`src/design/gpu_cmd_pkg.sv`:
```
/*
 * Shared types and command word layout for the GPU command front end.
 * Modules reference everything here by scoped names.
 */

package gpu_cmd_pkg;

    // VRAM word address and data word
    typedef logic [31:0] vram_addr_t;
    typedef logic [15:0] pixel_t;

    // Command word fields
    localparam int OP_POS = 24;
    localparam int OP_SIZE = 8;
    localparam int HALF_SEL_BIT = 16;
    localparam int WAIT_VSYNC_BIT = 0;

    // Opcodes kept by the front end, anything else is dropped
    typedef enum logic [7:0] {
        OP_CLEAR        = 8'h20,
        OP_SWAP         = 8'h21,
        OP_SET_TEX_ADDR = 8'h22,
        OP_WRITE_TEX    = 8'h23
    } opcode_e;

    // Decode stage to buffer stage
    typedef struct packed {
        opcode_e op;
        // Upper half for tex address, depth buffer for clear
        logic    half_sel;
        logic    wait_vsync;
        pixel_t  value;
    } decoded_cmd_t;

    // Buffer stage to VRAM writer
    typedef struct packed {
        vram_addr_t  base;
        // Number of words to write
        logic [31:0] count;
        pixel_t      value;
    } write_job_t;

endpackage

```
`src/design/cmd_decoder.sv`:
```
/*
 * Stage 1 of the command pipeline. Accepts 32-bit command words on a
 * valid/ready input, keeps one word and hands it on as a decoded command.
 */

module cmd_decoder (
    input  wire logic                      clk,
    input  wire logic                      reset_i,

    // Command stream input
    input  wire logic                      cmd_tvalid_i,
    output      logic                      cmd_tready_o,
    input  wire logic [31:0]               cmd_tdata_i,

    // Decoded command to the buffer stage
    output      logic                      dec_valid_o,
    input  wire logic                      dec_ready_i,
    output      gpu_cmd_pkg::decoded_cmd_t dec_cmd_o
    );

    logic                      dec_valid_q;
    gpu_cmd_pkg::decoded_cmd_t dec_cmd_q;

    gpu_cmd_pkg::opcode_e      word_op;
    gpu_cmd_pkg::decoded_cmd_t word_cmd;
    logic                      op_known;
    logic                      accept;

    // Split the incoming word
    always_comb begin
        word_op = gpu_cmd_pkg::opcode_e'(cmd_tdata_i[gpu_cmd_pkg::OP_POS +: gpu_cmd_pkg::OP_SIZE]);

        case (word_op)
            gpu_cmd_pkg::OP_CLEAR,
            gpu_cmd_pkg::OP_SWAP,
            gpu_cmd_pkg::OP_SET_TEX_ADDR,
            gpu_cmd_pkg::OP_WRITE_TEX:
                op_known = 1'b1;
            default:
                op_known = 1'b0;
        endcase

        word_cmd.op         = word_op;
        word_cmd.half_sel   = cmd_tdata_i[gpu_cmd_pkg::HALF_SEL_BIT];
        word_cmd.wait_vsync = cmd_tdata_i[gpu_cmd_pkg::WAIT_VSYNC_BIT];
        word_cmd.value      = cmd_tdata_i[15:0];
    end

    // Free slot or slot drained this cycle
    assign cmd_tready_o = !dec_valid_q || dec_ready_i;
    assign accept = cmd_tvalid_i && cmd_tready_o;

    always_ff @(posedge clk) begin
        if (reset_i) begin
            dec_valid_q <= 1'b0;
        end else if (accept) begin
            // Unknown opcodes are swallowed here
            dec_valid_q <= op_known;
        end else if (dec_ready_i) begin
            dec_valid_q <= 1'b0;
        end
    end

    always_ff @(posedge clk) begin
        if (accept && op_known) begin
            dec_cmd_q <= word_cmd;
        end
    end

    assign dec_valid_o = dec_valid_q;
    assign dec_cmd_o   = dec_cmd_q;

    // Held command must not change under back-pressure
    property p_dec_hold;
        @(posedge clk) disable iff (reset_i)
        dec_valid_o && !dec_ready_i |=> dec_valid_o && $stable(dec_cmd_o);
    endproperty

    assert property (p_dec_hold)
        else $error("decoded command changed while stalled");

endmodule

```
`src/design/buffer_manager.sv`:
```
/*
 * Stage 2 of the command pipeline. Owns the front, back and texture
 * pointers, performs buffer swaps and turns clears and texel writes
 * into write jobs for the VRAM writer.
 */

module buffer_manager #(
    parameter int FB_WIDTH = 128,
    parameter int FB_HEIGHT = 128
    ) (
    input  wire logic                      clk,
    input  wire logic                      reset_i,

    // Decoded command from stage 1
    input  wire logic                      dec_valid_i,
    output      logic                      dec_ready_o,
    input  wire gpu_cmd_pkg::decoded_cmd_t dec_cmd_i,

    // Write job to stage 3
    output      logic                      job_valid_o,
    input  wire logic                      job_ready_i,
    output      gpu_cmd_pkg::write_job_t   job_o,

    // Display side
    input  wire logic                      vsync_i,
    output      logic                      swap_o,
    output      gpu_cmd_pkg::vram_addr_t   front_addr_o
    );

    // VRAM layout
    localparam gpu_cmd_pkg::vram_addr_t FB_WORDS = gpu_cmd_pkg::vram_addr_t'(FB_WIDTH * FB_HEIGHT);
    localparam gpu_cmd_pkg::vram_addr_t DEPTH_BASE = 2 * FB_WORDS;
    localparam gpu_cmd_pkg::vram_addr_t TEX_BASE = 3 * FB_WORDS;

    gpu_cmd_pkg::vram_addr_t front_q, back_q, tex_ptr_q;
    logic                    swap_pend_q;
    logic                    job_valid_q;
    gpu_cmd_pkg::write_job_t job_q;
    gpu_cmd_pkg::write_job_t next_job;

    logic take;
    logic needs_job;
    logic job_free;
    logic do_swap;

    assign job_free  = !job_valid_q || job_ready_i;
    assign needs_job = dec_cmd_i.op == gpu_cmd_pkg::OP_CLEAR ||
                       dec_cmd_i.op == gpu_cmd_pkg::OP_WRITE_TEX;

    // A waiting swap blocks everything behind it
    always_comb begin
        dec_ready_o = 1'b0;
        if (!swap_pend_q) begin
            case (dec_cmd_i.op)
                gpu_cmd_pkg::OP_CLEAR,
                gpu_cmd_pkg::OP_WRITE_TEX: dec_ready_o = job_free;
                // Keeps swap pulses apart
                gpu_cmd_pkg::OP_SWAP:      dec_ready_o = !swap_o;
                default:                   dec_ready_o = 1'b1;
            endcase
        end
    end

    assign take = dec_valid_i && dec_ready_o;

    assign do_swap = (swap_pend_q && vsync_i) ||
                     (take && dec_cmd_i.op == gpu_cmd_pkg::OP_SWAP &&
                      (!dec_cmd_i.wait_vsync || vsync_i));

    // Job resolved against the pointers of this cycle
    always_comb begin
        next_job.value = dec_cmd_i.value;
        if (dec_cmd_i.op == gpu_cmd_pkg::OP_WRITE_TEX) begin
            next_job.base  = tex_ptr_q;
            next_job.count = 32'd1;
        end else begin
            next_job.base  = dec_cmd_i.half_sel ? DEPTH_BASE : back_q;
            next_job.count = FB_WORDS;
        end
    end

    always_ff @(posedge clk) begin
        if (reset_i) begin
            front_q     <= '0;
            back_q      <= FB_WORDS;
            tex_ptr_q   <= TEX_BASE;
            swap_pend_q <= 1'b0;
            job_valid_q <= 1'b0;
            swap_o      <= 1'b0;
        end else begin
            swap_o <= do_swap;
            if (do_swap) begin
                front_q <= back_q;
                back_q  <= front_q;
            end

            if (swap_pend_q && vsync_i) begin
                swap_pend_q <= 1'b0;
            end else if (take && dec_cmd_i.op == gpu_cmd_pkg::OP_SWAP && !do_swap) begin
                swap_pend_q <= 1'b1;
            end

            if (take && needs_job) begin
                job_valid_q <= 1'b1;
            end else if (job_ready_i) begin
                job_valid_q <= 1'b0;
            end

            if (take && dec_cmd_i.op == gpu_cmd_pkg::OP_WRITE_TEX) begin
                tex_ptr_q <= tex_ptr_q + 1'b1;
            end else if (take && dec_cmd_i.op == gpu_cmd_pkg::OP_SET_TEX_ADDR) begin
                if (dec_cmd_i.half_sel) begin
                    tex_ptr_q[31:16] <= dec_cmd_i.value;
                end else begin
                    tex_ptr_q[15:0] <= dec_cmd_i.value;
                end
            end
        end
    end

    always_ff @(posedge clk) begin
        if (take && needs_job) begin
            job_q <= next_job;
        end
    end

    assign job_valid_o  = job_valid_q;
    assign job_o        = job_q;
    assign front_addr_o = front_q;

    property p_swap_single;
        @(posedge clk) disable iff (reset_i)
        swap_o |=> !swap_o;
    endproperty

    assert property (p_swap_single)
        else $error("swap pulse longer than one cycle");

endmodule

```
`src/design/vram_writer.sv`:
```
/*
 * Stage 3 of the command pipeline. Runs each write job as a series of
 * Wishbone classic single writes at base, base+1 and onward.
 */

module vram_writer (
    input  wire logic                    clk,
    input  wire logic                    reset_i,

    // Write job from stage 2
    input  wire logic                    job_valid_i,
    output      logic                    job_ready_o,
    input  wire gpu_cmd_pkg::write_job_t job_i,

    // Wishbone classic master, writes only
    output      logic                    wb_cyc_o,
    output      logic                    wb_stb_o,
    output      logic                    wb_we_o,
    output      logic [1:0]              wb_sel_o,
    output      gpu_cmd_pkg::vram_addr_t wb_adr_o,
    output      gpu_cmd_pkg::pixel_t     wb_dat_o,
    input  wire logic                    wb_ack_i
    );

    typedef enum logic [1:0] {
        IDLE,
        WRITE,
        GAP
    } wr_state_e;

    wr_state_e               state;
    gpu_cmd_pkg::vram_addr_t adr_q;
    gpu_cmd_pkg::pixel_t     value_q;
    logic [31:0]             remaining_q;

    assign job_ready_o = state == IDLE;

    always_ff @(posedge clk) begin
        if (reset_i) begin
            state <= IDLE;
        end else begin
            case (state)
                IDLE: begin
                    // Empty jobs are taken and skipped
                    if (job_valid_i && job_i.count != 32'd0) begin
                        state <= WRITE;
                    end
                end

                WRITE: begin
                    if (wb_ack_i) begin
                        state <= (remaining_q == 32'd1) ? IDLE : GAP;
                    end
                end

                GAP: begin
                    state <= WRITE;
                end

                default: begin
                    state <= IDLE;
                end
            endcase
        end
    end

    // Job payload and word counter
    always_ff @(posedge clk) begin
        if (state == IDLE && job_valid_i) begin
            adr_q       <= job_i.base;
            value_q     <= job_i.value;
            remaining_q <= job_i.count;
        end else if (state == WRITE && wb_ack_i) begin
            adr_q       <= adr_q + 1'b1;
            remaining_q <= remaining_q - 1'b1;
        end
    end

    // Bus strobes drop in GAP so every word is its own cycle
    assign wb_cyc_o = state == WRITE;
    assign wb_stb_o = state == WRITE;
    assign wb_we_o  = state == WRITE;
    assign wb_sel_o = {2{wb_stb_o}};
    assign wb_adr_o = adr_q;
    assign wb_dat_o = value_q;

    property p_stb_in_cyc;
        @(posedge clk) disable iff (reset_i)
        wb_stb_o |-> wb_cyc_o;
    endproperty

    property p_bus_hold;
        @(posedge clk) disable iff (reset_i)
        wb_stb_o && !wb_ack_i |=> wb_stb_o && $stable(wb_adr_o) && $stable(wb_dat_o);
    endproperty

    assert property (p_stb_in_cyc)
        else $error("wishbone stb without cyc");

    assert property (p_bus_hold)
        else $error("wishbone address or data moved before ack");

endmodule

```
`src/design/gpu_cmd_top.sv`:
```
/*
 * Command front end of the GPU. Chains decode, buffer management and
 * VRAM write stages and sets the framebuffer size for the whole tree.
 */

module gpu_cmd_top #(
    parameter int FB_WIDTH = 128,
    parameter int FB_HEIGHT = 128
    ) (
    input  wire logic                    clk,
    input  wire logic                    reset_i,

    // Command stream
    input  wire logic                    cmd_tvalid_i,
    output      logic                    cmd_tready_o,
    input  wire logic [31:0]             cmd_tdata_i,

    // VRAM Wishbone master
    output      logic                    wb_cyc_o,
    output      logic                    wb_stb_o,
    output      logic                    wb_we_o,
    output      logic [1:0]              wb_sel_o,
    output      gpu_cmd_pkg::vram_addr_t wb_adr_o,
    output      gpu_cmd_pkg::pixel_t     wb_dat_o,
    input  wire logic                    wb_ack_i,

    // Display
    input  wire logic                    vsync_i,
    output      logic                    swap_o,
    output      gpu_cmd_pkg::vram_addr_t front_addr_o
    );

    logic                      dec_valid, dec_ready;
    gpu_cmd_pkg::decoded_cmd_t dec_cmd;
    logic                      job_valid, job_ready;
    gpu_cmd_pkg::write_job_t   job;

    cmd_decoder cmd_decoder_inst (
        .clk          (clk),
        .reset_i      (reset_i),
        .cmd_tvalid_i (cmd_tvalid_i),
        .cmd_tready_o (cmd_tready_o),
        .cmd_tdata_i  (cmd_tdata_i),
        .dec_valid_o  (dec_valid),
        .dec_ready_i  (dec_ready),
        .dec_cmd_o    (dec_cmd)
    );

    buffer_manager #(
        .FB_WIDTH  (FB_WIDTH),
        .FB_HEIGHT (FB_HEIGHT)
    ) buffer_manager_inst (
        .clk          (clk),
        .reset_i      (reset_i),
        .dec_valid_i  (dec_valid),
        .dec_ready_o  (dec_ready),
        .dec_cmd_i    (dec_cmd),
        .job_valid_o  (job_valid),
        .job_ready_i  (job_ready),
        .job_o        (job),
        .vsync_i      (vsync_i),
        .swap_o       (swap_o),
        .front_addr_o (front_addr_o)
    );

    vram_writer vram_writer_inst (
        .clk         (clk),
        .reset_i     (reset_i),
        .job_valid_i (job_valid),
        .job_ready_o (job_ready),
        .job_i       (job),
        .wb_cyc_o    (wb_cyc_o),
        .wb_stb_o    (wb_stb_o),
        .wb_we_o     (wb_we_o),
        .wb_sel_o    (wb_sel_o),
        .wb_adr_o    (wb_adr_o),
        .wb_dat_o    (wb_dat_o),
        .wb_ack_i    (wb_ack_i)
    );

endmodule

```
`config.mk`:
```
export PLATFORM = sky130hd
export DESIGN_NAME = gpu_cmd_top
export DESIGN_NICKNAME = d
export VERILOG_FILES = /design/src/design/gpu_cmd_pkg.sv /design/src/design/cmd_decoder.sv /design/src/design/buffer_manager.sv /design/src/design/vram_writer.sv /design/src/design/gpu_cmd_top.sv
export SDC_FILE = /design/constraint.sdc
export NUM_CORES = 1
export LEC_CHECK = 0
export ABC_AREA = 1
export BUFFER_PORTS_ARGS = -buffer_cell sky130_fd_sc_hd__buf_2
export CAP_MARGIN = 20
export CELL_PAD_IN_SITES_DETAIL_PLACEMENT = 0
export CELL_PAD_IN_SITES_GLOBAL_PLACEMENT = 1
export CORE_UTILIZATION = 44
export CTS_CLUSTER_DIAMETER = 30
export DETAILED_ROUTE_END_ITERATION = 10
export GPL_TIMING_DRIVEN = 0
export PLACE_DENSITY_LB_ADDON = 0.3
export SLEW_MARGIN = 20
export SYNTH_ARGS = -nofsm -noshare
export SYNTH_HDL_FRONTEND = slang
export SYNTH_SLANG_ARGS = --single-unit
export TNS_END_PERCENT = 30
```
`constraint.sdc`:
```
create_clock -name clk -period 3.6 [get_ports clk]
set_clock_uncertainty 0.1 [all_clocks]
set_input_delay 0.72 -clock clk [delete_from_list [all_inputs] [get_ports clk]]
set_output_delay 0.72 -clock clk [all_outputs]
set_load 0.01 [all_outputs]
```
==> impl_metrics.yaml <==
logic_synthesis:
  synth-seq-cells: 257
  synth_edf_count: 155
  ys.warnings.count: 0
  synth_top_family_by_area: "simple AND/OR/NAND/NOR gates"
  synth_top_cell_area_share: 0.367
  synth_simple_gate_area_frac: 0.316
  syn_area_per_cell_um2: 8.01
  synth.area.top_cells: "edfxtp_1 (37%), dfxtp_1 (16%), nand2_1 (12%)"
  synth_xor_area_frac: 0.0366
  seq_area_frac_synth: 0.528
  yosysTopAreaCell: "edfxtp_1"
  synth_compound_area_frac: 0.0399
  synthMuxAreaShare: 0
  ys_types: 43
  synthCells: 1582
  synthesis.nets: 1623
  netlist_area_mm2: 0.0127
  async_flop_share: 0
  synth-main-ff-cell: "edfxtp_1"
  synthAdderAreaFrac: 0.00395
grt:
  grt_pass1_wl_um: 57200
  antenna_found_initial: 0
  grt_pass1_vias: 10687
  grt_util_all_layers: 0.252
  grt-ovfl-total: 0
  grt_max_degree: 47
place:
  dp_slack_ns: 0.893
  place_area_mm2: 0.0138
  globalplace.congestion: 0.922
  placed_cells: 2078
  io_buffers: 116
  hpwl_um: 26300
cells_and_area:
  drive_above_1_share: 0.154
  fin_util: 0.569
  antenna_cells: 0
  seqCellArea_mm2: 0.00670
  area_delta_synth_final_pct: 26.2
  fin_cells: 2194
  final_nets: 1804
  stdcell_area_mm2: 0.0160
  nFillCells: 2692
  multi_input_area_mm2: 0.00504
flow_run:
  drv_cap: 0
clock_network:
  cts_resized: 0
  clockBufferDepth: 3
  clock_latency_ns: 0.57
  ctsRootBufferMaster: "clkbuf_16"
  cts_tree: "done"
  cts.clk_slew.worst_paths_ns: 0.04
  htreeDepth: 2
  cts_hold_buffers: 0
  clock_sinks: 257
  cts_buffers: 61
  post_cts_buffers: 0
sta:
  setup_violations: 0
  slew_headroom: 0.511
  fin_crit_sh: 0.908
  layout_min_cycle_time_ns: 3.27
  fmax_mhz: 306
  finalMaxSlewViolations: 0
  hold_violations: 0
  setup_slack_ns: 0.330
  worstMarginPinSlew_ns: 0.733
  rsz0062_at_grt: "false"
route:
  drt_iter0_drc: 799
  wl_per_cell_um: 16.4
  routed_wl_um: 36100
  postRouteAntennaNets: 0
  first_pass_iters: 5
  vias: 11059
  drc_errors: 0
  vias_per_cell: 5.04
worst_hold_path:
  min_from: "cmd_tdata_i[10]"
  hold_class: "input port to register"
  hold_depth: 1
  hold_end: "cmd_decoder_inst.dec_cmd_o[10]$_DFFE_PP_"
critical_path:
  arrival_ns: 2.45
  worst_r2r_endpoint: "cmd_decoder_inst.dec_cmd_o[2]$_DFFE_PP_"
  critPathLaunchType: "register"
  reg2regPathDepth: 8
  worstPathRequired_ns: 2.78
  endpoint_kind: "primary output"
  r2r-start: "cmd_decoder_inst.dec_cmd_o[25]$_DFFE_PP_"
  critPathMaxFanout: 10
  timing_worst_setup_path_type: "register to primary output"
  ff2ff_setup_slack_ns: 1.00
pwr:
  vdd_drop_max_mv: 0.387
  power_density_mw_per_mm2: 560
  p_leak_nw: 6.39
run_status:
  status: "complete, no violations"
floorplanning:
  initial_core_util: 0.451
  die_area_mm2: 0.0295
  row_count: 61
  die_w_um: 172
  io_pins: 124
  core_mm2: 0.0281
  die_h_um: 172
==> layer usage <==
metal  part of all wire  wire length [µm]  vias up  track usage
met5                  0                 0        -            0
met4              0.038              1370        0        0.109
met3              0.057              2070       87       0.0414
met2               0.45             16300      340        0.399
met1               0.45             16300     5105        0.341
li1                   -                 -     5527            -
==> stage by stage <==
stage,power (W),setup TNS (ns),hold slack [ns]
finish,0.00895,0,0.230
global placement,0.00323,-14.90,0.302
floorplan,0.00319,0,0.300
detailed placement,0.00323,0,0.305
global route,0.00918,0,0.218
CTS,0.00901,0,0.212
==> power breakdown <==
group          internal [W]  switching (W)  leakage [nW]  total (W)
clock               0.00400        0.00178          1.03    0.00578
combinational     0.0000243      0.0000510          3.09  0.0000752
sequential          0.00310    0.000000592          2.28    0.00310
total               0.00712        0.00183          6.39    0.00895
==> final cells by class <==
| type | count | area share |
|---|---|---|
| flip-flops and latches | 257 | 0.419 |
| clock inverters | 47 | 0.0368 |
| multi-input cells | 1095 | 0.315 |
| well taps | 378 | 0.0296 |
| inverters | 163 | 0.0383 |
| plain buffers | 67 | 0.0213 |
| clock buffers | 69 | 0.101 |
| repair buffers | 118 | 0.0393 |
==> state kept, by name (all words and copies together), names as in the netlist, 16 cells and up <==
register                          flops
vram_writer_inst.wb_adr_o            32
buffer_manager_inst.front_addr_o     32
cmd_decoder_inst.dec_cmd_o           25
buffer_manager_inst.tex_ptr_q        32
vram_writer_inst.wb_dat_o            16
vram_writer_inst.remaining_q         32
buffer_manager_inst.back_q           32
buffer_manager_inst.job_o            50
==> how the worst max path moves through the flow <==
stage,start,end,cells after the start
floorplan,cmd_decoder_inst.dec_cmd_o[21]$_DFFE_PP_,cmd_decoder_inst.dec_cmd_o[0]$_DFFE_PP_,8
global placement,vram_writer_inst.state[1]$_SDFFE_PP0P_,vram_writer_inst.wb_adr_o[24]$_DFFE_PP_,4
detailed placement,cmd_decoder_inst.dec_cmd_o[25]$_DFFE_PP_,cmd_tready_o,10
CTS,cmd_decoder_inst.dec_cmd_o[25]$_DFFE_PP_,cmd_tready_o,10
global route,cmd_decoder_inst.dec_cmd_o[25]$_DFFE_PP_,cmd_tready_o,10
finish,cmd_decoder_inst.dec_cmd_o[25]$_DFFE_PP_,cmd_tready_o,10
==> cells by family after synthesis <==
logic type | count (synthesis)
and+or+nand+nor | 948
AOI/OAI and AO/OA | 90
adders and majority gates | 4
xor gates and xnor gates | 53
DFF | 257
buffers and inverters | 230
==> layout by cell type (no fill, tap or decap), types with 3 or more instances in the layout <==
cell type / Yosys / routed
buf_1: 6 / 6
inv_2: 4 / 5
o22ai_1: 30 / 30
clkinv_2: 0 / 4
nor2_1: 331 / 330
bufinv_16: 0 / 11
clkbuf_1: 33 / 37
clkinvlp_4: 0 / 14
and3_1: 3 / 3
o21ai_0: 29 / 29
dfxtp_1: 102 / 102
ha_1: 4 / 4
nor3_1: 25 / 25
clkinv_4: 0 / 9
buf_4: 6 / 6
nand2_2: 3 / 3
o21a_1: 3 / 3
buf_6: 6 / 6
nor2_2: 5 / 5
xnor2_1: 20 / 20
buf_2: 16 / 132
nand3_1: 96 / 96
clkbuf_16: 0 / 63
nor3b_1: 4 / 4
nor2_4: 2 / 3
nand2_1: 410 / 409
inv_6: 0 / 4
nand4_1: 52 / 52
a21oi_1: 21 / 21
xor2_1: 33 / 33
clkinv_1: 1 / 6
inv_1: 158 / 157
edfxtp_1: 155 / 155
==> synth_stat cells, drive strengths merged, types with 3 or more instances <==
cell	instances
nand2	414
nor2	339
inv	162
edfxtp	155
dfxtp	102
nand3	99
nand4	53
buf	34
clkbuf	33
xor2	33
o21ai	31
o22ai	30
nor3	26
a21oi	21
xnor2	20
ha	4
nor3b	4
and3	3
o21a	3
or2	3
==> critical path, cell delays in order (launching register included) <==
cell and delay, ns:
edfxtp_1 0.38, nor2_1 0.17, nand3_2 0.17, nor2_4 0.16
nand2_1 0.08, nand2_2 0.14, nor2_8 0.06, buf_2 0.21
nor2_1 0.26, inv_1 0.11, buf_2 0.15
Note: power is estimated with default switching activity, not from simulation.
